## src/logic/jac_pkg.sv

```systemverilog
// shared widths, counts and types of the jacobian engine, referenced by scoped names
package jac_pkg;

	// q16.16 fixed point
	localparam int FIX_W = 32;
	localparam int FRAC_BITS = 16;

	localparam int NUM_JOINTS = 6;
	localparam int JAC_ROWS = 6;

	// load stream layout: z first, then six row-major 3x4 frames
	localparam int Z_WORDS = 3;
	localparam int FRAME_WORDS = 12;
	localparam int ROW_WORDS = 4;
	localparam int TRANS_COL = 3;
	localparam int LOAD_WORDS = Z_WORDS + NUM_JOINTS * FRAME_WORDS;
	localparam int WORD_W = $clog2(LOAD_WORDS);

	localparam int MULT_LAT = 2;

	typedef logic signed [FIX_W-1:0] fix_t;
	typedef logic signed [2*FIX_W-1:0] prod_t;
	typedef logic [2:0] joint_t;
	typedef logic [1:0] comp_t;
	typedef logic [2:0] row_t;
	typedef logic [2:0] count_t;
	typedef logic [NUM_JOINTS-1:0] jmask_t;
	typedef logic [WORD_W-1:0] word_t;

	// multiplier client tag
	typedef logic [0:0] client_t;
	localparam client_t CLIENT_AX = 1'b0;
	localparam client_t CLIENT_CR = 1'b1;

endpackage

```

## src/logic/column_out.sv

```systemverilog
// jacobian result streamer, column by column, with a registered stage that holds on back-pressure
`timescale 1ns/100ps

module column_out (
	input  logic            i,
	input  logic            rst,
	input  jac_pkg::count_t cross_count,
	input  jac_pkg::jmask_t mask,
	output jac_pkg::joint_t axis_joint,
	output jac_pkg::comp_t  axis_comp,
	input  jac_pkg::fix_t   axis_data,
	output jac_pkg::joint_t cross_joint,
	output jac_pkg::comp_t  cross_comp,
	input  jac_pkg::fix_t   cross_data,
	output logic            jac_valid,
	input  logic            jac_ready,
	output jac_pkg::fix_t   jac_data,
	output jac_pkg::joint_t jac_joint,
	output jac_pkg::row_t   jac_row,
	output logic            job_done
);

	typedef enum logic [1:0] {ST_IDLE, ST_RUN, ST_LAST} state_t;

	state_t state;
	jac_pkg::joint_t sel_joint;
	jac_pkg::row_t sel_row;
	jac_pkg::comp_t sel_comp;
	jac_pkg::fix_t elem;
	logic upper;
	logic advance;

	assign upper = sel_row >= 3'd3;
	assign sel_comp = upper ? jac_pkg::comp_t'(sel_row - 3'd3) : jac_pkg::comp_t'(sel_row);

	assign axis_joint = sel_joint;
	assign axis_comp = sel_comp;
	assign cross_joint = sel_joint;
	assign cross_comp = sel_comp;

	// rotational: cross over axis, prismatic: axis over zeros
	always_comb begin
		if (mask[sel_joint]) begin
			elem = upper ? axis_data : cross_data;
		end else begin
			elem = upper ? '0 : axis_data;
		end
	end

	assign advance = state == ST_RUN && (!jac_valid || jac_ready);
	assign job_done = state == ST_LAST && jac_ready;

	always_ff @(posedge i) begin
		if (rst) begin
			state <= ST_IDLE;
			jac_valid <= 1'b0;
			sel_joint <= '0;
			sel_row <= '0;
		end else begin
			case (state)
				ST_IDLE: begin
					if (cross_count == jac_pkg::count_t'(jac_pkg::NUM_JOINTS)) begin
						state <= ST_RUN;
					end
				end
				ST_RUN: begin
					if (advance) begin
						jac_valid <= 1'b1;
						if (sel_row == jac_pkg::row_t'(jac_pkg::JAC_ROWS - 1)) begin
							sel_row <= '0;
							if (sel_joint == jac_pkg::joint_t'(jac_pkg::NUM_JOINTS - 1)) begin
								sel_joint <= '0;
								state <= ST_LAST;
							end else begin
								sel_joint <= sel_joint + 1'b1;
							end
						end else begin
							sel_row <= sel_row + 1'b1;
						end
					end
				end
				ST_LAST: begin
					// element 35 is on the output, wait for its handshake
					if (jac_ready) begin
						jac_valid <= 1'b0;
						state <= ST_IDLE;
					end
				end
				default: state <= ST_IDLE;
			endcase
		end
	end

	always_ff @(posedge i) begin
		if (advance) begin
			jac_data <= elem;
			jac_joint <= sel_joint;
			jac_row <= sel_row;
		end
	end

endmodule

```

## config.mk

```make
export PLATFORM = sky130hd
export DESIGN_NAME = column_out
export DESIGN_NICKNAME = d
export VERILOG_FILES = /design/src/logic/jac_pkg.sv /design/src/logic/column_out.sv
export SDC_FILE = /design/constraint.sdc
export NUM_CORES = 1
export LEC_CHECK = 0
export CELL_PAD_IN_SITES_DETAIL_PLACEMENT = 0
export CELL_PAD_IN_SITES_GLOBAL_PLACEMENT = 1
export CORE_ASPECT_RATIO = 0.7
export CORE_UTILIZATION = 42
export CTS_BUF_LIST = sky130_fd_sc_hd__clkbuf_16
export DETAILED_ROUTE_END_ITERATION = 10
export DONT_BUFFER_PORTS = 1
export PLACE_DENSITY_LB_ADDON = 0.1
export SLEW_MARGIN = 30
export SYNTH_ARGS = -nofsm -noshare
export SYNTH_HDL_FRONTEND = slang
export SYNTH_SLANG_ARGS = --single-unit
```

## constraint.sdc

```tcl
create_clock -name i -period 2.45 [get_ports i]
set_input_delay 0.1225 -clock i [delete_from_list [all_inputs] [get_ports i]]
set_output_delay 0.1225 -clock i [all_outputs]
set_load 0.02 [all_outputs]
```

=== After elaboration in Yosys (flattened, before gate mapping) ===
Index checks and enable logic that the tools add are counted.
Widths: inputs -> output; s select.

* Register bits: 47
* Bits of input ports: 76
* Output and inout port bits: 50
* Word-level logic and storage cells: 49

* $add $sub $neg: 3
* $lt $le $gt $ge: 2
* Equal/unequal tests: 10
* Mux-type cells: 17
* Reductions and logical operators: 10

{| class="wikitable"
|+ Operator list
! kind !! number
|-
| $mux 32 || 3
|-
| $mux 2 || 6
|-
| $eq 3x3->1 const B || 3
|-
| $add 3x1->3 const B || 2
|-
| $mux 3 || 2
|-
| $ne 2x2->1 const B || 3
|-
| $pmux 2 s3 || 1
|-
| $reduce_and 3->1 || 2
|-
| $reduce_and 5->1 || 1
|-
| $lt 3x4->1 const B || 1
|-
| $ne 2x1->1 const B || 2
|-
| $bmux 1 s3 || 1
|-
| $ge 3x2->1 const B || 1
|-
| $mux 1 || 3
|-
| $eq 2x1->1 const B || 1
|-
| $eq 2x2->1 const B || 1
|-
| $logic_and 1x1->1 || 2
|-
| $logic_not 2->1 || 1
|-
| $pmux 1 s2 || 1
|-
| $reduce_and 2->1 || 1
|-
| $reduce_bool 2->1 || 1
|-
| $sub 2x2->2 const B || 1
|-
| $logic_not 1->1 || 1
|-
| $logic_or 1x1->1 || 1
|}

=== Longest topological paths before layout ===
* Depth after elaboration: 5
* Gate-level depth with buffers: 6

=== Least setup slack after synthesis ===
OpenSTA, ideal clock, no wires.

* Kind: register to register
* Start: register jac_valid
* End: register jac_data[0], enable pin
* Library setup time: 0.438 ns
* Arrival: 2.299 ns
* Path slack: -0.287 ns
* Cell stages (with the launch flop): 3
* Path buffers: 0
* Cell sequence: dfxtp_1 > nor2b_1 > nor2_1

* Word-level cells in the longest chain between the ends: 3

{| class="wikitable"
|+ RTL lines
! item !! RTL line !! text
|-
| start: declaration || column_out.sv:15 || <nowiki>output logic jac_valid,</nowiki>
|-
| start signal: assignment || column_out.sv:56 || <nowiki>jac_valid <= 1'b0;</nowiki>
|-
| start signal: assignment || column_out.sv:68 || <nowiki>jac_valid <= 1'b1;</nowiki>
|-
| start signal: assignment || column_out.sv:85 || <nowiki>jac_valid <= 1'b0;</nowiki>
|-
| $logic_not 1->1 || column_out.sv:50 || <nowiki>assign advance = state == ST_RUN && (!jac_valid || jac_ready);</nowiki>
|-
| $logic_or 1x1->1 || column_out.sv:50 ||
|-
| $logic_and 1x1->1 || column_out.sv:50 ||
|-
| net advance || column_out.sv:31 || <nowiki>logic advance;</nowiki>
|-
| end signal: assignment || column_out.sv:96 || <nowiki>jac_data <= elem;</nowiki>
|-
| end: declaration || column_out.sv:17 || <nowiki>output jac_pkg::fix_t jac_data,</nowiki>
|}

The timed path passes the listed nets, and every way through them passes these cells.
A chain may end at the register's enable or synchronous reset.

=== Worst setup path after layout ===
* Start: register sel_joint[2] (netlist: axis_joint[2])
* End: register jac_data[23], data pin

* Word-level cells in the longest chain between the ends: 3

{| class="wikitable"
|+ RTL lines
! item !! RTL line !! text
|-
| start: declaration || column_out.sv:26 || <nowiki>jac_pkg::joint_t sel_joint;</nowiki>
|-
| start signal: assignment || column_out.sv:75 || <nowiki>sel_joint <= sel_joint + 1'b1;</nowiki>
|-
| $bmux 1 s3 || column_out.sv:43 || <nowiki>if (mask[sel_joint]) begin</nowiki>
|-
| $mux 1 (implied by the code) || column_out.sv:43 ||
|-
| $mux 32 || column_out.sv:43 ||
|-
| net elem[23] || column_out.sv:29 || <nowiki>jac_pkg::fix_t elem;</nowiki>
|}

The timed path passes the listed nets, and every way through them passes these cells. The select of a mux whose other input is x is not followed.

==> results.py <==
metrics = {
    "clock_network": {
        "clkSlewWorstSetupHoldPaths_ps": 60,
        "clockRootBuffer": "clkbuf_16",
        "cts_tree": "done",
        "insertion_delay_ps": 280,
        "cts.sinks": 47,
        "h-tree-depth": 2,
        "cts-buffers-inserted": 5,
        "post_cts_buffers": 0,
        "cts_max_path_buffers": 2,
    },
    "route": {
        "drc": 0,
        "wl_mm": 3.94,
        "viasPerCell": 6.12,
        "vias": 1266,
        "drt-initial-drc-count": 58,
        "ant_nets": 0,
        "firstDrtPassIters": 4,
        "wl_per_cell_um": 19.0,
    },
    "yosys": {
        "synth_area_per_cell_sq_um": 14.1,
        "yosysWarnings": 0,
        "synth_area_leaders": "edfxtp_1 56%, a22o_1 14%, dfxtp_1 8.8%, buf_4 1.8%, ha_1 1.8%",
        "async_reset_ff_share_pct": 0,
        "ys.flop_type": "edfxtp_1",
        "synth_area_sq_um": 2050,
        "synth_cell_types": 30,
        "ys_seq_area_share_pct": 64.3,
        "ys_ff_latch": 47,
        "synthCells": 146,
        "netlist.area_leader.share_pct": 55.5,
        "synth_largest_area_cell": "edfxtp_1",
        "syn-num-nets": 225,
        "synth-edff-count": 38,
    },
    "worst_setup_path": {
        "critPathLaunchType": "register",
        "endpoint": "jac_data[23]$_DFFE_PP_",
        "crit_type": "register to register",
        "worst-r2r-setup-slack_ps": 230,
        "reg2reg_to": "jac_data[23]$_DFFE_PP_",
        "path_max_fanout": 30,
        "rr_worst_depth": 6,
        "rr_startpoint": "axis_joint[2]$_SDFFE_PP0P_",
        "endpoint_kind": "register",
        "cp-startpoint": "axis_joint[2]$_SDFFE_PP0P_",
        "required_ps": 2480,
        "crit_arrival_ps": 2250,
    },
    "sta": {
        "rsz0062_at_grt": "false",
        "setup_viol": 0,
        "fmax_mhz": 450,
        "period_share_pct": 90.8,
        "hold_violations": 0,
        "slew_headroom_pct": 63.3,
        "finalMaxSlewViolations": 0,
        "period_minus_slack_ps": 2220,
        "worst_slew_pin_slew_ps": 549,
        "fin_skew_ps": 2.39,
        "fin_setup_tns_ps": 0,
    },
    "finish": {
        "fin_util_pct": 50.6,
        "layout_commonest_cell": "edfxtp_1",
        "antenna_cells": 0,
        "fill_cells": 379,
        "seq_area_sq_um": 1320,
        "syn2layout_area_growth_pct": 10.9,
        "multi_input_area_sq_um": 646,
        "drive_above_1_share_pct": 15.8,
        "fin_nets": 230,
        "mostFrequentLayoutCells": "38 x edfxtp_1, 32 x a22o_1, 9 x dfxtp_1, 8 x nor2_1, 8 x buf_4",
    },
    "global_route": {
        "track_usage_pct": 14.3,
        "grt_pass1_vias": 1092,
        "antenna_found_initial": 0,
        "grt_pass1_wl_mm": 5.42,
        "grt_overflow": 0,
        "grt_max_degree": 42,
    },
    "placed_design": {
        "hpwl_mm": 2.76,
        "io_buffers": 0,
        "place_congestion": 0.686,
    },
    "floorplanning": {
        "start_util_pct": 45.6,
        "die_w_um": 85.6,
        "num_rows": 20,
        "die_h_um": 60.5,
        "coreArea_sq_um": 4500,
        "ios": 126,
        "design.die.area_sq_um": 5180,
    },
    "status": {
        "status": "completed",
    },
    "min_path": {
        "hp-class": "primary input to register",
    },
    "power": {
        "power_density_nw_per_um2": 737,
        "p_leak_uw": 0.000820,
        "ir_drop_v": 0.000310,
    },
    "job": {
        "maxCapViolCount": 0,
    },
}
[registers in the layout, indices dropped and copies added, names as in the netlist]
| name | cells |
|---|---|
| jac_valid | 1 |
| jac_data | 32 |
| sel_row | 3 |
| axis_joint | 3 |
| jac_joint | 3 |
| jac_row | 3 |
| state | 2 |
[stage by stage]
| stage | cell area, sq um | hold WS [ps] | cells | total power, uW | setup slack (ps) |
|---|---|---|---|---|---|
| 2_1_floorplan | 2060 | 325 | 146 | 1040 | 218 |
| 3_5_place_dp | 2130 | 196 | 198 | 1060 | 269 |
| 3_3_place_gp | 2130 | 194 | 198 | 1060 | 338 |
| 6_report | 2280 | 44.2 | 207 | 1680 | 226 |
| 5_1_grt | 2280 | 35.2 | 207 | 1740 | 129 |
| 4_1_cts | 2280 | 37.1 | 207 | 1700 | 237 |
[routing by layer]
layer	vias up	track usage (%)	routed length [um]
met1	600	17.4	1640
met5	-	0	0
met4	0	4.29	10
li1	579	-	-
met2	85	23.1	1820
met3	2	6.80	467
[power breakdown]
group,total [uW],switching (uW),internal (uW)
logic,107,57.1,49.9
clock network,631,260,372
registers,941,41.3,900
total,1680,358,1320
[critical path, cell delays in order, from the launching register on]
cell	delay [ps]
dfxtp_1	410
mux2_4	320
a222oi_1	460
buf_4	210
nor2_2	50
buf_4	230
a22o_1	280
[area by class of cell]
class	instances	area share (%)
tap	55	3.02
timing repair buffer	10	3.95
clock inverter	3	0.714
clock buffer	5	5.49
multi-input combinational	84	28.3
sequential	47	58.0
inverter	3	0.494
[synthesized netlist by cell type, types with 2 or more instances]
cell and count:
buf_4 5, dfxtp_1 9, ha_1 3, a21oi_1 5, nand3b_1 2, nor2_1 10, nor3_1 5, a22o_1 32
o21ai_0 3, nor2b_1 3, mux2_2 2, mux2i_1 2, nand2b_1 2, nand3_1 2, inv_1 3, edfxtp_1 38
buf_6 3, clkbuf_1 4, nand2_1 2
[timing repair]
action | CTS | global route
gates resized for setup | 0 | 0
hold endpoints to repair | 9 | 0
hold buffers | 1 | 0
[worst min path at each step]
stage                                    to  depth (start not counted)          from
global placement    sel_row[1]$_SDFFE_PP0P_                          1           rst
finish                jac_data[0]$_DFFE_PP_                          1  axis_data[0]
CTS                   jac_data[4]$_DFFE_PP_                          1  axis_data[4]
global route          jac_data[3]$_DFFE_PP_                          1  axis_data[3]
floorplan             jac_data[0]$_DFFE_PP_                          1  axis_data[0]
detailed placement  sel_row[1]$_SDFFE_PP0P_                          1           rst
[cells by family (layout without fill, tap and decap cells)]
kind of cell             Yosys count  after routing  synth area share, %
buffers and inverters             15             21                 4.75
AND/OR/NAND/NOR                   29             29                 7.37
AO/OA/AOI/OAI                     45             45                 17.7
multiplexers                       5              5                 2.80
flip-flops                        47             47                 64.3
XOR/XNOR                           2              2                 1.22
adder cells (fa/ha/maj)            3              3                 1.83
Power figures use the tool's default switching activity.
