## src/logic/jac_pkg.sv

```systemverilog
// shared widths, counts and types of the jacobian engine, referenced by scoped names
package jac_pkg;

	// q16.16 fixed point
	localparam int FIX_W = 32;
	localparam int FRAC_BITS = 16;

	localparam int NUM_JOINTS = 6;
	localparam int JAC_ROWS = 6;

	// load stream layout: z first, then six row-major 3x4 frames
	localparam int Z_WORDS = 3;
	localparam int FRAME_WORDS = 12;
	localparam int ROW_WORDS = 4;
	localparam int TRANS_COL = 3;
	localparam int LOAD_WORDS = Z_WORDS + NUM_JOINTS * FRAME_WORDS;
	localparam int WORD_W = $clog2(LOAD_WORDS);

	localparam int MULT_LAT = 2;

	typedef logic signed [FIX_W-1:0] fix_t;
	typedef logic signed [2*FIX_W-1:0] prod_t;
	typedef logic [2:0] joint_t;
	typedef logic [1:0] comp_t;
	typedef logic [2:0] row_t;
	typedef logic [2:0] count_t;
	typedef logic [NUM_JOINTS-1:0] jmask_t;
	typedef logic [WORD_W-1:0] word_t;

	// multiplier client tag
	typedef logic [0:0] client_t;
	localparam client_t CLIENT_AX = 1'b0;
	localparam client_t CLIENT_CR = 1'b1;

endpackage

```

## src/logic/fixed_mult.sv

```systemverilog
// two-stage q16.16 multiplier; a client tag rides along so the arbiter can route results
`timescale 1ns/100ps

module fixed_mult (
	input  logic             i,
	input  logic             rst,
	input  logic             in_valid,
	input  jac_pkg::client_t in_tag,
	input  jac_pkg::fix_t    a,
	input  jac_pkg::fix_t    b,
	output logic             out_valid,
	output jac_pkg::client_t out_tag,
	output jac_pkg::fix_t    out_data
);

	jac_pkg::prod_t prod_q;
	logic [jac_pkg::MULT_LAT-1:0] vld_pipe;
	jac_pkg::client_t tag_pipe [jac_pkg::MULT_LAT];

	// stage 1 keeps the full product, stage 2 shifts and truncates
	always_ff @(posedge i) begin
		prod_q <= jac_pkg::prod_t'(a) * jac_pkg::prod_t'(b);
		out_data <= jac_pkg::fix_t'(prod_q >>> jac_pkg::FRAC_BITS);
	end

	always_ff @(posedge i) begin
		if (rst) begin
			vld_pipe <= '0;
		end else begin
			vld_pipe <= {vld_pipe[jac_pkg::MULT_LAT-2:0], in_valid};
		end
	end

	always_ff @(posedge i) begin
		tag_pipe[0] <= in_tag;
		for (int k = 1; k < jac_pkg::MULT_LAT; k++) begin
			tag_pipe[k] <= tag_pipe[k-1];
		end
	end

	assign out_valid = vld_pipe[jac_pkg::MULT_LAT-1];
	assign out_tag = tag_pipe[jac_pkg::MULT_LAT-1];

endmodule

```

## src/logic/mult_arbiter.sv

```systemverilog
// round-robin sharing of one multiplier between the axis unit and the cross unit
`timescale 1ns/100ps

module mult_arbiter (
	input  logic          i,
	input  logic          rst,
	input  logic          ax_req_valid,
	output logic          ax_req_ready,
	input  jac_pkg::fix_t ax_req_a,
	input  jac_pkg::fix_t ax_req_b,
	input  logic          cr_req_valid,
	output logic          cr_req_ready,
	input  jac_pkg::fix_t cr_req_a,
	input  jac_pkg::fix_t cr_req_b,
	output logic          ax_rsp_valid,
	output logic          cr_rsp_valid,
	output jac_pkg::fix_t rsp_data
);

	jac_pkg::client_t last_grant;
	jac_pkg::client_t in_tag;
	jac_pkg::client_t mult_tag;
	jac_pkg::fix_t mult_a;
	jac_pkg::fix_t mult_b;
	logic grant_ax;
	logic grant_cr;
	logic mult_in_valid;
	logic mult_valid;

	// axis unit wins unless both wait and it had the previous grant
	assign grant_ax = ax_req_valid && (!cr_req_valid || last_grant == jac_pkg::CLIENT_CR);
	assign grant_cr = cr_req_valid && !grant_ax;
	assign ax_req_ready = grant_ax;
	assign cr_req_ready = grant_cr;

	assign mult_in_valid = grant_ax || grant_cr;
	assign in_tag = grant_cr ? jac_pkg::CLIENT_CR : jac_pkg::CLIENT_AX;
	assign mult_a = grant_cr ? cr_req_a : ax_req_a;
	assign mult_b = grant_cr ? cr_req_b : ax_req_b;

	always_ff @(posedge i) begin
		if (rst) begin
			last_grant <= jac_pkg::CLIENT_CR;
		end else if (mult_in_valid) begin
			last_grant <= in_tag;
		end
	end

	fixed_mult u_fixed_mult (
		.i        (i),
		.rst      (rst),
		.in_valid (mult_in_valid),
		.in_tag   (in_tag),
		.a        (mult_a),
		.b        (mult_b),
		.out_valid(mult_valid),
		.out_tag  (mult_tag),
		.out_data (rsp_data)
	);

	// returned tag picks which client sees the result
	assign ax_rsp_valid = mult_valid && mult_tag == jac_pkg::CLIENT_AX;
	assign cr_rsp_valid = mult_valid && mult_tag == jac_pkg::CLIENT_CR;

endmodule

```

## config.mk

```make
export PLATFORM = sky130hd
export DESIGN_NAME = mult_arbiter
export DESIGN_NICKNAME = d
export VERILOG_FILES = /design/src/logic/jac_pkg.sv /design/src/logic/fixed_mult.sv /design/src/logic/mult_arbiter.sv
export SDC_FILE = /design/constraint.sdc
export NUM_CORES = 2
export LEC_CHECK = 0
export BUFFER_PORTS_ARGS = -buffer_cell sky130_fd_sc_hd__buf_4
export CORE_MARGIN = 5
export CORE_UTILIZATION = 40
export CTS_CLUSTER_DIAMETER = 200
export DETAILED_ROUTE_END_ITERATION = 16
export PLACE_DENSITY = 0.61
export SLEW_MARGIN = 10
export SYNTH_ARGS = -nofsm -noshare
export SYNTH_HDL_FRONTEND = slang
export SYNTH_SLANG_ARGS = --single-unit
export TNS_END_PERCENT = 1
```

## constraint.sdc

```tcl
create_clock -name i -period 11.2 [get_ports i]
set_clock_uncertainty 0.1 [all_clocks]
set_input_delay 0.56 -clock i [delete_from_list [all_inputs] [get_ports i]]
set_output_delay 0.56 -clock i [all_outputs]
set_load 0.02 [all_outputs]
```

---- Word-level counts from Yosys, hierarchy flattened ----
Memories as Yosys holds them, arrays and structs flattened.
Cells that the tools add are included.
cells by class
  add/sub/neg operators ................... 0
  multiply operators ...................... 1
  div/mod/pow operators ................... 0
  magnitude comparators ................... 0
  equal/unequal tests ..................... 0
  shift operators ......................... 0
  multiplexer cells ....................... 3
  bitwise gates (word level) .............. 1
  reductions and logical operators ........ 8
operators with widths
  operator                      number
  two-way mux 32 bit            2
  multiplier 32 x 32 -> 48 bit  1
  logical AND 1 bit             4
  zero test 1 bit               2
  logical OR 1 bit              2
  two-way mux 1 bit             1
  NOT 1 bit                     1
word-level totals
  flip-flop bits (word level) ............. 83
  latch bits .............................. 0
  RAM bits ................................ 2
  bits in read-only memories .............. 0
  input bits .............................. 132
  output and inout port bits .............. 36
  word-level logic and storage cells ...... 18
  memories kept ........................... 1
memory list
  memory                 depth  width  read ports  clocked after memory_dff  write ports  line              RTL
  u_fixed_mult.tag_pipe  2      1      2           0                         2            fixed_mult.sv:18  jac_pkg::client_t tag_pipe [jac_pkg::MULT_LAT];

---- Longest topological paths before layout ----
  depth after elaboration ................. 7
  depth in mapped cells ................... 34
  gate-level depth less buffers ........... 29

---- Hierarchy ----
From an unflattened synthesis, not the netlist that was laid out.
unflattened totals
  cells, all modules ...................... 3234
  area, all modules ....................... 30998.5 µm²
modules (own cells, without submodules)
  module        times used  cells an instance  area each (µm²)  sequential area each (µm²)
  fixed_mult    1           3153               29898.7          1361.3
  mult_arbiter  1           81                 1099.8           20.0

---- Least setup slack after synthesis ----
OpenSTA, ideal clock, no wires.
  path kind ............................... in2reg
  start point ............................. input port cr_req_valid
  end point ............................... register u_fixed_mult.prod_q[41]
  library setup time ...................... 120 ps
  data arrival time ....................... 8393 ps
  required time ........................... 10980 ps
  setup slack ............................. 2587 ps
  cell stages on the path ................. 28
  cells stage by stage .................... a21boi_2 -> buf_6 -> buf_2 -> buf_2 -> buf_2 -> mux2i_1 -> clkbuf_1 -> nor2_1 -> fa_1 -> inv_1 -> fa_1 -> fa_1 -> fa_1 -> fa_1 -> inv_1 -> fa_1 -> fa_1 -> fa_1 -> ha_1 -> a21o_1 -> a31oi_2 -> o211ai_1 -> a311o_1 -> and2_1 -> or3_1 -> a41o_1 -> a21o_1 -> xor2_1
on the way
  cells in the longest elaborated chain, start to end .. 7
  elaborated cells between the ends (all ways) .. 8
  those cells by class .................... mul: 1; mux: 2; reduce/logical: 5
RTL lines
  element                                line                                    RTL
  from (decl)                            mult_arbiter.sv:11                      input logic cr_req_valid,
  zero test 1 bit                        mult_arbiter.sv:31                      assign grant_ax = ax_req_valid && (!cr_req_valid || last_grant == jac_pkg::CLIENT_CR);
  logical OR 1 bit                       mult_arbiter.sv:31
  logical AND 1 bit                      mult_arbiter.sv:31
  zero test 1 bit                        mult_arbiter.sv:32                      assign grant_cr = cr_req_valid && !grant_ax;
  logical AND 1 bit (*)                  mult_arbiter.sv:32
  two-way mux 32 bit (on tied branches)  mult_arbiter.sv:38, mult_arbiter.sv:39
  multiplier 32 x 32 -> 48 bit (*)       fixed_mult.sv:22                        prod_q <= jac_pkg::prod_t'(a) * jac_pkg::prod_t'(b);
  to (signal assigned)                   fixed_mult.sv:22
  to (decl)                              fixed_mult.sv:16                        jac_pkg::prod_t prod_q;
Every way passes the cells marked *; elsewhere a longest branch is shown, timed or not.
A chain may end at the register's enable or synchronous reset.

---- Final worst setup path ----
  start point ............................. register last_grant
  end point ............................... register u_fixed_mult.prod_q[47]
on the way
  cells in the longest elaborated chain, start to end .. 6
  elaborated cells between the ends (all ways) .. 7
  those cells by class .................... mul: 1; mux: 2; reduce/logical: 4
RTL lines
  element                                line                                    RTL
  from (decl)                            mult_arbiter.sv:20                      jac_pkg::client_t last_grant;
  from (signal assigned)                 mult_arbiter.sv:43                      last_grant <= jac_pkg::CLIENT_CR;
  from (signal assigned)                 mult_arbiter.sv:45                      last_grant <= in_tag;
  logical OR 1 bit (*)                   mult_arbiter.sv:31
  logical AND 1 bit (*)                  mult_arbiter.sv:31
  zero test 1 bit (*)                    mult_arbiter.sv:32
  logical AND 1 bit (*)                  mult_arbiter.sv:32
  two-way mux 32 bit (on tied branches)  mult_arbiter.sv:38, mult_arbiter.sv:39
  multiplier 32 x 32 -> 48 bit (*)       fixed_mult.sv:22
Marked as above.

==> reports/results.ini <==
[synth]
yosys.area_share.adder=0.6212
ys.flop_type=dfxtp_1
ys_async_sr_fraction=0
yosysUniqueCellTypes=52
syn-cell-area_um2=30290
ys_seq_area_frac=0.04560
synth.mux.area_fraction=0.04317
syn_area_per_cell_um2=9.170
ys_seq_elements=69
synth_compound_area_frac=0.02338
synth_edf_count=0
syn_nets=4436
synth_xor_area_frac=0.02342
yosys.area_share.simple=0.1290
syn_inst=3303
synth_top_family_by_area=adder cells
yosys_warnings=0

[clock_network]
cts.sinks=69
htree_levels=3
clk_pin_slew_ns=0.06
root_buffer=clkbuf_16
cts_hold_buffers=0
post_cts_resized=0
post_cts_buffers=0
clkLatencyLatePin_ns=0.36
cts_tree=done
cts_buffers=9
cts.path.max_buffers=2

[setup_path]
worstPathRequired_ns=11.32
reg2reg_to=u_fixed_mult.prod_q[47]
rr_worst_depth=26
worstSetupStartpoint=last_grant
r2r-start=last_grant
cp.arrival_ns=9.75
cp-end-kind=flop
r2r_setup_slack_ns=1.57
cp_max_fo=12
crit_end=u_fixed_mult.prod_q[47]
critPathKind=flop to flop
start_kind=flop

[drt]
ant_nets=0
vias=22770
drt-total-wl_um=97730
routedWlPerCell_um=22.15
first_pass_iters=6
drc=0
vias_per_cell=5.162
drt-initial-drc-count=1801

[global_routing]
grt_pass1_wl_um=153100
grt_max_degree=59
grt-ovfl-total=0
antenna_found_initial=3
grtUsageTotal=0.2503
grt_pass1_vias=25380

[placed_design]
dp.cells=4394
io_buffers=167
post-dp-hpwl_um=82560
place_congestion=0.9715

[flow_run]
drv_cap=0

[sta]
slew_headroom=0.1087
finalSetupViolCount=0
tightestPinTransition_ns=1.311
rsz0062_at_grt=no
setup_tns_ns=0
fmax_ghz=0.1038
fin_crit_sh=0.8598
min_period_ns=9.630
drv_slew=0
timing.final.hold_violations=0
hold_ws_ns=0.2181

[die]
fp.dieArea_um2=81320
die_w_um=285.2
die_y_um=285.2
io_pins=168
std_cell_rows=101
core_area_um2=75570
start_util=0.4008

[layout]
fillers=7461
fin_nets=4560
postLayoutCoreUtil=0.4406
layout_common_cells=fa_1 (838), inv_1 (787), nor2_1 (487)
drive_gt1_frac=0.1034
syn2layout_area_growth_pct=9.927
finalNonFillerCells=4412
final_common_cell=fa_1

[hold_path]
hold_class=flop to flop

[outcome]
status=complete, no violations

[worst min path at each step]
stage | slack [ns] | to | start | depth (start not counted)
2_1_floorplan | 0.21 | u_fixed_mult.out_data[0] | u_fixed_mult.prod_q[16] | 0
3_3_place_gp | 0.21 | u_fixed_mult.out_data[2] | u_fixed_mult.prod_q[18] | 0
3_5_place_dp | 0.21 | u_fixed_mult.out_data[20] | u_fixed_mult.prod_q[36] | 0
4_1_cts | 0.22 | u_fixed_mult.out_data[27] | u_fixed_mult.prod_q[43] | 0
5_1_grt | 0.22 | u_fixed_mult.out_data[21] | u_fixed_mult.prod_q[37] | 0
6_report | 0.22 | u_fixed_mult.out_data[27] | u_fixed_mult.prod_q[43] | 0
[synthesized netlist by cell type, types with 2 or more instances]
master	number	area, um^2
a211oi_1	3	22.52
a211oi_2	2	25.02
a21o_1	15	112.6
a21oi_1	39	195.2
a221oi_1	2	17.52
a31oi_1	3	18.77
and2_1	9	56.30
and4_1	2	17.52
buf_1	8	30.03
buf_2	13	65.06
clkbuf_1	106	397.9
dfxtp_1	69	1381
fa_1	838	16780
ha_1	163	2039
inv_1	787	2954
mux2_2	61	686.9
mux2i_1	62	620.6
nand2_1	469	1760
nand2b_1	3	18.77
nand3_1	8	40.04
nand4_1	7	43.79
nor2_1	487	1828
nor2b_1	6	37.54
nor3_1	6	30.03
o211ai_1	4	30.03
o21a_1	3	22.52
o21ai_0	18	90.09
o21bai_1	3	22.52
or3_1	5	31.28
xnor2_1	60	525.5
xor2_1	21	183.9
[cell type report]
class	count	area [um^2]	share of cell area
multi-input cells	2319	25580	0.7681
flip-flops and latches	69	1381	0.04149
repair buffers	241	1822	0.05471
clock inverters	5	81.33	0.002443
well taps	978	1224	0.03675
inverters	787	2954	0.08872
diodes	2	5.005	0.0001503
clock buffers	11	252.7	0.007591
[metal layers]
metal,global-route usage,wire [um]
met5,0,12
met4,0.1075,5380
met2,0.4214,46970
met1,0.3116,36660
met3,0.05612,8698
[worst max-delay path: stages, from the launching register on]
cell and delay, ns:
dfxtp_1 0.35, a21boi_4 0.52, buf_4 0.36, mux2i_2 1.09, nor2_1 0.16, fa_1 0.61
fa_1 0.44, fa_1 0.51, inv_1 0.05, fa_1 0.48, inv_1 0.06, fa_1 0.50
inv_1 0.06, fa_1 0.53, inv_1 0.05, fa_1 0.51, fa_1 0.44, ha_1 0.39
a21oi_1 0.38, o211ai_1 0.24, a21oi_1 0.23, a211oi_2 0.13, and4_4 0.29, o31ai_1 0.42
a21o_1 0.26, o221ai_1 0.15, xnor2_1 0.15
[flip-flops by register name, summed over array words and instances, names as in the netlist]
signal	count
u_fixed_mult.tag_pipe	2
u_fixed_mult.vld_pipe	2
u_fixed_mult.out_data	32
last_grant	1
u_fixed_mult.prod_q	32
[logic make-up (layout without fill, tap and decap cells)]
logic type                 after synthesis  count (layout)
other                                    0               2
AOI/OAI and AO/OA                      107             107
muxes                                  123             123
and+or+nand+nor                       1007            1007
buffers and inverters                  915            1044
DFF                                     69              69
adders and majority gates             1001            1001
xor gates and xnor gates                81              81
[through the flow]
stage               instance area, um^2  setup WS, ns
floorplan                         30290         2.587
global placement                  32960         1.455
detailed placement                32960         1.339
CTS                               33290         1.671
global route                      33290         1.226
finish                            33300         1.570
Power is not shown: default switching activity piles up to over one toggle a cycle in this logic, so the estimate is an artifact.
