### config.mk
export PLATFORM = sky130hd
export DESIGN_NAME = cross_unit
export DESIGN_NICKNAME = d
export VERILOG_FILES = /design/src/logic/jac_pkg.sv /design/src/logic/cross_unit.sv
export SDC_FILE = /design/constraint.sdc
export NUM_CORES = 1
export LEC_CHECK = 0
export BUFFER_PORTS_ARGS = -buffer_cell sky130_fd_sc_hd__buf_4
export CORE_MARGIN = 2
export CORE_UTILIZATION = 55
export DETAILED_ROUTE_END_ITERATION = 10
export PLACE_DENSITY = 0.76
export SLEW_MARGIN = 30
export SYNTH_ARGS = -nofsm -noshare
export SYNTH_HDL_FRONTEND = slang
export SYNTH_SLANG_ARGS = --single-unit
export TNS_END_PERCENT = 1
### constraint.sdc
create_clock -name i -period 4.45 [get_ports i]
set_input_delay 0.6675 -clock i [delete_from_list [all_inputs] [get_ports i]]
set_output_delay 0.6675 -clock i [all_outputs]
set_load 0.05 [all_outputs]
### src/logic/jac_pkg.sv
// shared widths, counts and types of the jacobian engine, referenced by scoped names
package jac_pkg;

	// q16.16 fixed point
	localparam int FIX_W = 32;
	localparam int FRAC_BITS = 16;

	localparam int NUM_JOINTS = 6;
	localparam int JAC_ROWS = 6;

	// load stream layout: z first, then six row-major 3x4 frames
	localparam int Z_WORDS = 3;
	localparam int FRAME_WORDS = 12;
	localparam int ROW_WORDS = 4;
	localparam int TRANS_COL = 3;
	localparam int LOAD_WORDS = Z_WORDS + NUM_JOINTS * FRAME_WORDS;
	localparam int WORD_W = $clog2(LOAD_WORDS);

	localparam int MULT_LAT = 2;

	typedef logic signed [FIX_W-1:0] fix_t;
	typedef logic signed [2*FIX_W-1:0] prod_t;
	typedef logic [2:0] joint_t;
	typedef logic [1:0] comp_t;
	typedef logic [2:0] row_t;
	typedef logic [2:0] count_t;
	typedef logic [NUM_JOINTS-1:0] jmask_t;
	typedef logic [WORD_W-1:0] word_t;

	// multiplier client tag
	typedef logic [0:0] client_t;
	localparam client_t CLIENT_AX = 1'b0;
	localparam client_t CLIENT_CR = 1'b1;

endpackage

### src/logic/cross_unit.sv
// axis x distance per joint, started as soon as the joint's axis is finished
`timescale 1ns/100ps

module cross_unit (
	input  logic            i,
	input  logic            rst,
	input  jac_pkg::count_t axis_count,
	output jac_pkg::joint_t axis_joint,
	output jac_pkg::comp_t  axis_comp,
	input  jac_pkg::fix_t   axis_data,
	output jac_pkg::joint_t dist_joint,
	output jac_pkg::comp_t  dist_comp,
	input  jac_pkg::fix_t   dist_data,
	output logic            req_valid,
	input  logic            req_ready,
	output jac_pkg::fix_t   req_a,
	output jac_pkg::fix_t   req_b,
	input  logic            rsp_valid,
	input  jac_pkg::fix_t   rsp_data,
	output jac_pkg::count_t cross_count,
	input  jac_pkg::joint_t cross_joint,
	input  jac_pkg::comp_t  cross_comp,
	output jac_pkg::fix_t   cross_data,
	input  logic            job_done
);

	jac_pkg::fix_t crosses [jac_pkg::NUM_JOINTS][3];
	jac_pkg::joint_t iss_joint;
	logic [2:0] iss_prod;
	jac_pkg::joint_t rsp_joint;
	logic [2:0] rsp_prod;
	jac_pkg::fix_t first;
	jac_pkg::comp_t a_comp;
	jac_pkg::comp_t d_comp;

	// product order ay.dz az.dy az.dx ax.dz ax.dy ay.dx
	always_comb begin
		case (iss_prod)
			3'd0: begin a_comp = 2'd1; d_comp = 2'd2; end
			3'd1: begin a_comp = 2'd2; d_comp = 2'd1; end
			3'd2: begin a_comp = 2'd2; d_comp = 2'd0; end
			3'd3: begin a_comp = 2'd0; d_comp = 2'd2; end
			3'd4: begin a_comp = 2'd0; d_comp = 2'd1; end
			default: begin a_comp = 2'd1; d_comp = 2'd0; end
		endcase
	end

	assign axis_joint = iss_joint;
	assign axis_comp = a_comp;
	assign dist_joint = iss_joint;
	assign dist_comp = d_comp;

	// joint j may go once its axis is counted
	assign req_valid = axis_count > iss_joint;
	assign req_a = axis_data;
	assign req_b = dist_data;

	assign cross_data = crosses[cross_joint][cross_comp];

	always_ff @(posedge i) begin
		if (rst || job_done) begin
			iss_joint <= '0;
			iss_prod <= '0;
		end else if (req_valid && req_ready) begin
			if (iss_prod == 3'd5) begin
				iss_prod <= '0;
				iss_joint <= iss_joint + 1'b1;
			end else begin
				iss_prod <= iss_prod + 1'b1;
			end
		end
	end

	always_ff @(posedge i) begin
		if (rst || job_done) begin
			rsp_joint <= '0;
			rsp_prod <= '0;
			cross_count <= '0;
		end else if (rsp_valid) begin
			if (rsp_prod == 3'd5) begin
				rsp_prod <= '0;
				rsp_joint <= rsp_joint + 1'b1;
				cross_count <= cross_count + 1'b1;
			end else begin
				rsp_prod <= rsp_prod + 1'b1;
			end
		end
	end

	// even results are held, odd ones complete a component
	always_ff @(posedge i) begin
		if (rsp_valid) begin
			if (!rsp_prod[0]) begin
				first <= rsp_data;
			end else begin
				crosses[rsp_joint][rsp_prod[2:1]] <= first - rsp_data;
			end
		end
	end

endmodule

Word-level counts from Yosys, hierarchy flattened --
Memories as Yosys holds them, arrays and structs flattened. Index checks and enable logic that the tools add are counted.
Word-level totals: bits of input ports 109, bits in writable memories 576, word-level logic and storage cells 49, output and inout bits 110, memories 1, bits in registers 47
Memory list:
- crosses | words 6, width 96, rd ports 1, clocked after Yosys merged registers in 0, write ports 1, RTL line cross_unit.sv:27 | jac_pkg::fix_t crosses [jac_pkg::NUM_JOINTS][3];
Operators by class: $lt $le $gt $ge 4, eq/ne operators 6, muxes and demuxes 12, bitwise gates (word level) 3, $add $sub $neg 6, reductions and logical operators 11
Operator list (count):
- $mux 32 | 3
- $mux 96 | 1
- $bmux 32 s2 | 1
- $demux 32 s2 | 1
- $sub 32x32->32 | 1
- $add 3x1->3 const B | 5
- $eq 3x3->1 const B | 3
- $pmux 2 s2 | 2
- $reduce_or 2->1 | 4
- $eq 3x2->1 const B | 2
- $ge 3x3->1 const B | 2
- $mux 3 | 2
- $not 2->3 | 2
- $reduce_and 2->1 | 3
- $eq 3x1->1 const B | 1
- $gt 3x3->1 | 1
- $logic_not 3->1 | 1
- $lt 3x1->1 const B | 1
- $logic_and 1x1->1 | 2
- $mux 1 | 2
- $logic_or 1x1->1 | 1
- $not 1->1 | 1

Logic depth before layout (Yosys ltp) --
Gate-level depths: netlist of the first run.
depth after elaboration 6, mapped depth 10, gate-level depth less buffers 10

Worst setup path after synthesis of the first run --
No wires, ideal clock.
kind input-to-reg, from input port rsp_data[0], to memory crosses[0][26] (netlist bit) (data pin), arrival time 3.189 ns, setup slack 0.905 ns, cell stages on the path 9, path through ha_1 fa_1 nor2b_4 o31ai_1 a211oi_1 o21ai_2 a21oi_2 nor4_1 a211oi_1
On the way: longest elaborated chain between the ends 1
RTL lines:
- start, declared | RTL line cross_unit.sv:19 | input jac_pkg::fix_t rsp_data,
- $sub 32x32->32 | RTL line cross_unit.sv:96 | crosses[rsp_joint][rsp_prod[2:1]] <= first - rsp_data;
- end, declared | RTL line cross_unit.sv:27
Every way passes these cells.

Worst setup path after layout of the first run --
from register first[0], to memory crosses[4][60] (netlist bit) (data pin)
On the way: longest elaborated chain between the ends 1
RTL lines:
- start, declared | RTL line cross_unit.sv:32 | jac_pkg::fix_t first;
- start signal, assigned | RTL line cross_unit.sv:94 | first <= rsp_data;
- $sub 32x32->32 | RTL line cross_unit.sv:96
Every way passes these cells.

==> results of run 1 <==
==> flip-flops by register name, indices dropped and copies added (netlist names) <==
signal,flops
crosses,576
first,32
cross_count,3
iss_prod,3
rsp_joint,3
rsp_prod,3
axis_joint,3
==> power by group through the flow <==
stage,logic (mW),registers [mW],clock network (mW)
2_1_floorplan,0.960,6.91,0
3_3_place_gp,1.18,6.91,0
3_5_place_dp,1.24,6.91,0
4_1_cts,1.25,6.78,5.03
5_1_grt,1.37,6.78,5.22
6_report,1.26,6.78,4.96
==> layer usage <==
layer	vias up	part of all wire, %
met4	2	2.8
li1	6194	-
met5	-	0.012
met3	122	8.9
met1	7209	39
met2	683	49
==> layout make-up <==
class                   count  area, um^2
clock buffers              73        1550
clock inverters            37         345
fillers                  3192       17300
inverters                  40         150
multi-input cells         759        6770
flip-flops and latches    623       18600
well taps                 607         759
repair buffers            150        1290
==> path summary, 6_finish.rpt <==
kind,endpoint,cells past startpoint,from,slack [ps]
worst min register to register,cross_count[1],2,cross_count[1],490
worst min-delay path,first[5],1,rsp_data[5],230
worst max-delay path,crosses[4][60],11,first[0],1030
worst max register to register,crosses[4][60],11,first[0],1030
==> cell families (layout without fill, tap and decap cells) <==
group / Yosys count / after routing / synth area share (%)
AOI/OAI and AO/OA: 261 / 261 / 6.10
DFF: 623 / 623 / 71.0
and+or+nand+nor: 229 / 229 / 3.77
adders and majority gates: 39 / 39 / 1.90
xor gates and xnor gates: 36 / 36 / 1.21
buffers and inverters: 185 / 300 / 3.94
muxes: 194 / 194 / 12.0
==> synth_stat cells, drive strengths merged, types with 3 or more instances <==
library cell / number / area, um^2
edfxtp: 608 / 18300
nor2: 116 / 435
buf: 102 / 717
mux2i: 98 / 981
a21oi: 97 / 504
mux4: 96 / 2160
nand2: 67 / 251
o21ai: 50 / 258
clkbuf: 43 / 161
inv: 40 / 150
ha: 38 / 475
a211oi: 35 / 263
o22ai: 33 / 206
xnor2: 22 / 193
a21o: 15 / 113
dfxtp: 15 / 300
xor2: 14 / 123
nand3: 7 / 35.0
nor2b: 7 / 51.3
o21a: 7 / 52.6
or3: 6 / 37.5
a31oi: 5 / 31.3
nor3: 4 / 20.0
o211ai: 4 / 30.0
and2: 3 / 18.8
or2: 3 / 18.8
==> stage by stage <==
step / setup slack, ps / hold WS [ps] / utilization [%] / instances / instance area [um^2]
4_1_cts: 675 / 196 / 62.8 / 2287 / 29400
5_1_grt: 788 / 204 / 62.9 / 2289 / 29400
3_5_place_dp: 258 / 483 / 58.7 / 2177 / 27500
2_1_floorplan: 905 / 466 / - / 1567 / 26100
3_3_place_gp: 466 / 462 / 58.5 / 2175 / 27400
6_report: 1030 / 227 / 62.9 / 2289 / 29400
==> PnR_summary.wiki, run 1 <==
{| class="wikitable"
! Metric !! Value
|-
| Combinational Power Share || 9.7%
|-
| Met1 global-route usage || 31.1%
|-
| Type of the worst min-delay path || primary input to flop
|-
| Clock Sinks || 623
|-
| Final Total Pwr || 13.0 mW
|-
| Capturing element type of the critical path || flop
|-
| Area grow syn2layout || 12.6%
|-
| Sum of negative setup slack || 0 ps
|-
| Outcome || complete, no violations
|-
| Max-slew headroom || 37.5%
|-
| Synthesized net count || 1715
|-
| Worst path required time || 4770 ps
|-
| Number of enable-type register cells in the synthesized netlist || 608
|-
| TritonCTS clock tree || done
|-
| Leakage power of the design || 10.1 nW
|-
| Mean Syn Cell Area || 16.7 um^2
|-
| Kind of cell adding the most delay to the critical path || compound AO/OA/AOI/OAI gates
|-
| H-tree levels || 2
|-
| Switching power || 3.00 mW
|-
| CP Buf/Inv Count || 2
|-
| Antenna violations before repair || 1
|-
| Final HPWL from detailed placement || 32000 um
|-
| Peak supply drop || 0.000336 V
|-
| Number of distinct library cells after synthesis || 57
|-
| Critical path launch point type || flop
|-
| Final routed wirelength across all metal layers || 57300 um
|-
| Maximum number of pins on one net before global-route repair || 71
|-
| Number of gates resized after cts || 0
|-
| CP peak stage delay || 570 ps
|-
| Combined area of all synthesized cells || 26100 um^2
|-
| Number of max-cap violations || 0
|-
| Clock input transition at the sequential cells of the worst setup and hold paths || 60 ps
|-
| DRC Markers || 0
|-
| Share of power burned in the clock network || 38.2%
|-
| Number of top-level pins || 219
|-
| Fraction of final layout cells with drive strength greater than 1 || 22.2%
|-
| First-pass GRT wire length || 85200 um
|-
| Post-DRT Antenna Nets || 0
|-
| Remaining global-route overflow || 0
|-
| Syn. warnings || 0
|-
| All-Layer GR Usage || 23.2%
|-
| Net Sw Frac || 23.1%
|-
| Final #Nets || 1782
|-
| Die outline height || 222 um
|-
| Post-CTS setup repair buffer count || 0
|-
| Routing usage on met3 || 5.23%
|-
| Period minus WS final || 3420 ps
|-
| Most common cell after layout, fill and taps aside || sky130_fd_sc_hd__edfxtp_1
|-
| Setup repair after global routing missed its margin || false
|-
| Wire length per cell || 25.0 um
|-
| Critical Path, Cell by Cell || inv_1 > ha_1 > fa_1 > nor2b_4 > o31ai_1 > a211oi_1 > buf_4 > o21ai_2 > a21oi_2 > a31oi_1 > xnor2_2
|-
| PortBufs || 90
|-
| TritonCTS buffer count || 60
|-
| Primary FF master, synth || sky130_fd_sc_hd__edfxtp_1
|-
| Top Usage Layer GRT || met2
|-
| Post-route clock period utilization || 76.9%
|-
| Total die area || 49300 um^2
|-
| Clock tree skew after final layout || 22.2 ps
|-
| Worst path slowest cell || sky130_fd_sc_hd__xnor2_2
|-
| Global-route met2 utilization || 38.3%
|-
| Yosys reg bits || 623
|-
| Via Count || 14200
|-
| Cell count after synthesis || 1567
|-
| Setup violations, final || 0
|-
| Register share of total power || 52.1%
|-
| Slew @ Worst Pin || 932 ps
|-
| FFs w/ async S/R, synth || 0%
|-
| CTS root buffer || sky130_fd_sc_hd__clkbuf_16
|-
| Final hold violation count || 0
|-
| RD Place Congestion || 0.823
|-
| Worst-path fanout max || 18
|-
| 1st-pass router iterations || 5
|-
| Fmax || 0.292 GHz
|-
| Number of design-rule violations left by the first detailed-router iteration || 1354
|-
| Sequential-to-total area share from yosys stat || 71.0%
|-
| Ant. Diodes || 0
|-
| Critical Setup Path Class || flop to flop
|-
| Core Footprint || 46800 um^2
|-
| Internal Dissipation || 10.0 mW
|-
| Power per standard cell area || 442 nW/um^2
|-
| Number of pins exceeding their max-slew limit in the final report || 0
|-
| Quantity of hold-fixing buffers added after cts || 0
|-
| Vias/cell || 6.21
|-
| Deepest clock path buffer count || 3
|-
| Top library cells by usage in the layout, fill and taps aside || sky130_fd_sc_hd__edfxtp_1 (608), sky130_fd_sc_hd__buf_4 (135), sky130_fd_sc_hd__mux2i_1 (98), sky130_fd_sc_hd__nor2_1 (97), sky130_fd_sc_hd__mux4_2 (96)
|-
| Clock latency reported for the late side of the worst-skew pair || 620 ps
|-
| X dimension of the die || 222 um
|-
| Vias in the first global route || 14200
|-
| Initial Util || 55.9%
|-
| Worst EP arrival || 3740 ps
|-
| Number of standard-cell rows in the floorplan || 79
|}
(Power assumes the default switching activity.)
==> inputs of run 2 (changes only) <==
clock period = 3.6 ns   (was 4.45 ns; I/O delays follow)
==> PnR_summary.wiki, run 2 (synthesis results as in run 1) <==
{| class="wikitable"
! Metric !! Value
|-
| Vias in the first global route || 14100 (-1.1%)
|-
| Critical R2R Launch || first[0]
|-
| Number of top-level pins || 219 (unchanged)
|-
| Area grow syn2layout || 13.3%
|-
| Worst path required time || 4050 ps (-720 ps)
|-
| Worst-path fanout max || 18 (unchanged)
|-
| Final routed wirelength across all metal layers || 56800 um (-0.82%)
|-
| Number of gates resized after cts || 0 (unchanged)
|-
| Global-route met2 utilization || 38.3% (unchanged)
|-
| Final #Nets || 1808 (+1.5%)
|-
| Combinational Power Share || 10.0% (+0.3 points)
|-
| Max-slew headroom || 39.4% (+1.8 points)
|-
| Core Footprint || 46800 um^2 (unchanged)
|-
| Final HPWL from detailed placement || 33100 um (+3.3%)
|-
| Fraction of final layout cells with drive strength greater than 1 || 23.2% (+0.99 points)
|-
| Initial Util || 55.9% (unchanged)
|-
| Vias/cell || 6.12 (-1.4%)
|-
| CP peak stage delay || 360 ps (-210 ps)
|-
| Number of standard-cell rows in the floorplan || 79 (unchanged)
|-
| TritonCTS clock tree || done
|-
| TritonCTS buffer count || 59 (-1.7%)
|-
| Via Count || 14200 (-0.26%)
|-
| Clock Sinks || 623 (unchanged)
|-
| Final hold violation count || 0 (unchanged)
|-
| Clock input transition at the sequential cells of the worst setup and hold paths || 60 ps (about the same)
|-
| Slew @ Worst Pin || 907 ps (-24.7 ps)
|-
| Capturing element type of the critical path || flop
|-
| Min-delay src || rsp_data[2]
|-
| Internal Dissipation || 12.3 mW (+22%)
|-
| Post-route clock period utilization || 90.3% (+13 points)
|-
| Post-CTS setup repair buffer count || 0 (unchanged)
|-
| Most common cell after layout, fill and taps aside || sky130_fd_sc_hd__edfxtp_1
|-
| Worst path slowest cell || sky130_fd_sc_hd__edfxtp_1
|-
| Clock latency reported for the late side of the worst-skew pair || 620 ps (about the same)
|-
| Final Total Pwr || 15.9 mW (+22%)
|-
| Number of max-cap violations || 0 (unchanged)
|-
| Period minus WS final || 3250 ps (-169 ps)
|-
| Number of design-rule violations left by the first detailed-router iteration || 1426 (+5.3%)
|-
| Cell area after layout || 29600 um^2 (+0.60%)
|-
| CTS root buffer || sky130_fd_sc_hd__clkbuf_16
|-
| Kind of cell adding the most delay to the critical path || compound AO/OA/AOI/OAI gates
|-
| Most used cell, CP || sky130_fd_sc_hd__buf_4
|-
| Peak supply drop || 0.000382 V (+13%)
|-
| Post-DRT Antenna Nets || 0 (unchanged)
|-
| Fmax || 0.307 GHz (+5.2%)
|-
| X dimension of the die || 222 um (unchanged)
|-
| All-Layer GR Usage || 23.2% (-0.055 points)
|-
| Worst Slack Setup Final || 348 ps (-681 ps)
|-
| Share of power burned in the clock network || 37.3% (-0.9 points)
|-
| Worst Setup Slack post-DPL || -225 ps (-483 ps)
|-
| CP Buf/Inv Count || 5 (+3)
|-
| Launching instance or port of the critical path || first[0]
|-
| # placed instances || 2206 (+1.3%)
|-
| First-pass GRT wire length || 85000 um (-0.16%)
|-
| Worst EP arrival || 3700 ps (-40 ps)
|-
| Remaining global-route overflow || 0 (unchanged)
|-
| Type of the worst min-delay path || primary input to flop
|-
| Ant. Diodes || 0 (unchanged)
|-
| Deepest clock path buffer count || 3 (unchanged)
|-
| Setup violations, final || 0 (unchanged)
|-
| Wire length per cell || 24.5 um (-2.0%)
|-
| Switching power || 3.65 mW (+22%)
|-
| PortBufs || 90 (unchanged)
|-
| Top Usage Layer GRT || met2
|-
| Quantity of hold-fixing buffers added after cts || 0 (unchanged)
|-
| Top library cells by usage in the layout, fill and taps aside || sky130_fd_sc_hd__edfxtp_1 (608), sky130_fd_sc_hd__buf_4 (162), sky130_fd_sc_hd__nor2_1 (98), sky130_fd_sc_hd__mux2i_1 (98), sky130_fd_sc_hd__mux4_2 (96)
|-
| Critical Setup Path Class || flop to flop
|-
| Routing usage on met3 || 4.86% (-0.37 points)
|-
| H-tree levels || 2 (unchanged)
|-
| Register share of total power || 52.7% (+0.6 points)
|-
| Power per standard cell area || 537 nW/um^2 (+21%)
|-
| Number of pins exceeding their max-slew limit in the final report || 0 (unchanged)
|-
| Outcome || complete, no violations
|-
| Maximum number of pins on one net before global-route repair || 70 (-1.4%)
|-
| Net Sw Frac || 23.0% (-0.12 points)
|-
| RD Place Congestion || 0.830 (+0.80%)
|-
| Clock tree skew after final layout || 21.1 ps (-1.15 ps)
|-
| DRC Markers || 0 (unchanged)
|-
| Largest register FFs || 576 (unchanged)
|-
| Die outline height || 222 um (unchanged)
|-
| Met1 global-route usage || 31.2% (+0.14 points)
|-
| Leakage power of the design || 10.2 nW (+0.94%)
|-
| Post-route insts no fill || 2316 (+1.2%)
|-
| Critical path launch point type || flop
|-
| Critical Path, Cell by Cell || inv_1 > ha_1 > fa_1 > nor2b_4 > o31ai_1 > a211oi_1 > buf_4 > o21ai_2 > a21oi_2 > buf_4 > buf_4 > a311oi_2 > xnor2_1 > buf_4
|-
| Placed inst area || 27700 um^2 (+0.88%)
|-
| Total die area || 49300 um^2 (unchanged)
|-
| Setup repair after global routing missed its margin || false
|-
| 1st-pass router iterations || 6 (+1)
|-
| Antenna violations before repair || 0 (-1)
|}
==> run 2: changes by cell type in the layout (fill, tap and decap cells not counted), sizes merged <==
cell and delta:
buf +29, bufinv -2, clkbuf +1, clkinv -4, clkinvlp +2, inv +1
==> run 2: final cells by class <==
type,instances,area (um^2)
Tap cell,607,759
Clock buffer,76,1560
Clock inverter,34,284
Fill cell,3203,17200
Multi-Input combinational cell,759,6770
Timing Repair Buffer,177,1510
Sequential cell,623,18600
Inverter,40,150
==> run 2: per-layer routing <==
| metal | wire [um] | vias to the layer above |
|---|---|---|
| met4 | 1570 | 0 |
| met2 | 28100 | 658 |
| met3 | 4470 | 95 |
| met1 | 22600 | 7178 |
| li1 | - | 6242 |
| met5 | 0 | - |
==> run 2: power by group through the flow <==
stage / Combinational (mW) / Sequential, mW / Clock [mW]
final: 1.59 / 8.38 / 5.93
after global routing: 1.74 / 8.38 / 6.31
after CTS: 1.58 / 8.39 / 6.00
after detailed placement: 1.57 / 8.54 / 0
after global placement: 1.49 / 8.54 / 0
after floorplan: 1.19 / 8.54 / 0
==> run 2: final timing paths <==
path | to | cells after the start | slack, ps
max | crosses[4][24] | 14 | 350
min | first[2] | 1 | 110
max reg2reg | crosses[4][24] | 14 | 350
min reg2reg | cross_count[1] | 2 | 490
==> run 2: metrics by stage <==
stage / TNS [ps] / hold WS [ps] / utilization (%)
2_1_floorplan: 0 / 466 / -
3_3_place_gp: -4440 / 468 / 59.1
3_5_place_dp: -9920 / 480 / 59.3
4_1_cts: 0 / 89.4 / 63.2
5_1_grt: 0 / 90.9 / 63.3
6_report: 0 / 111 / 63.3
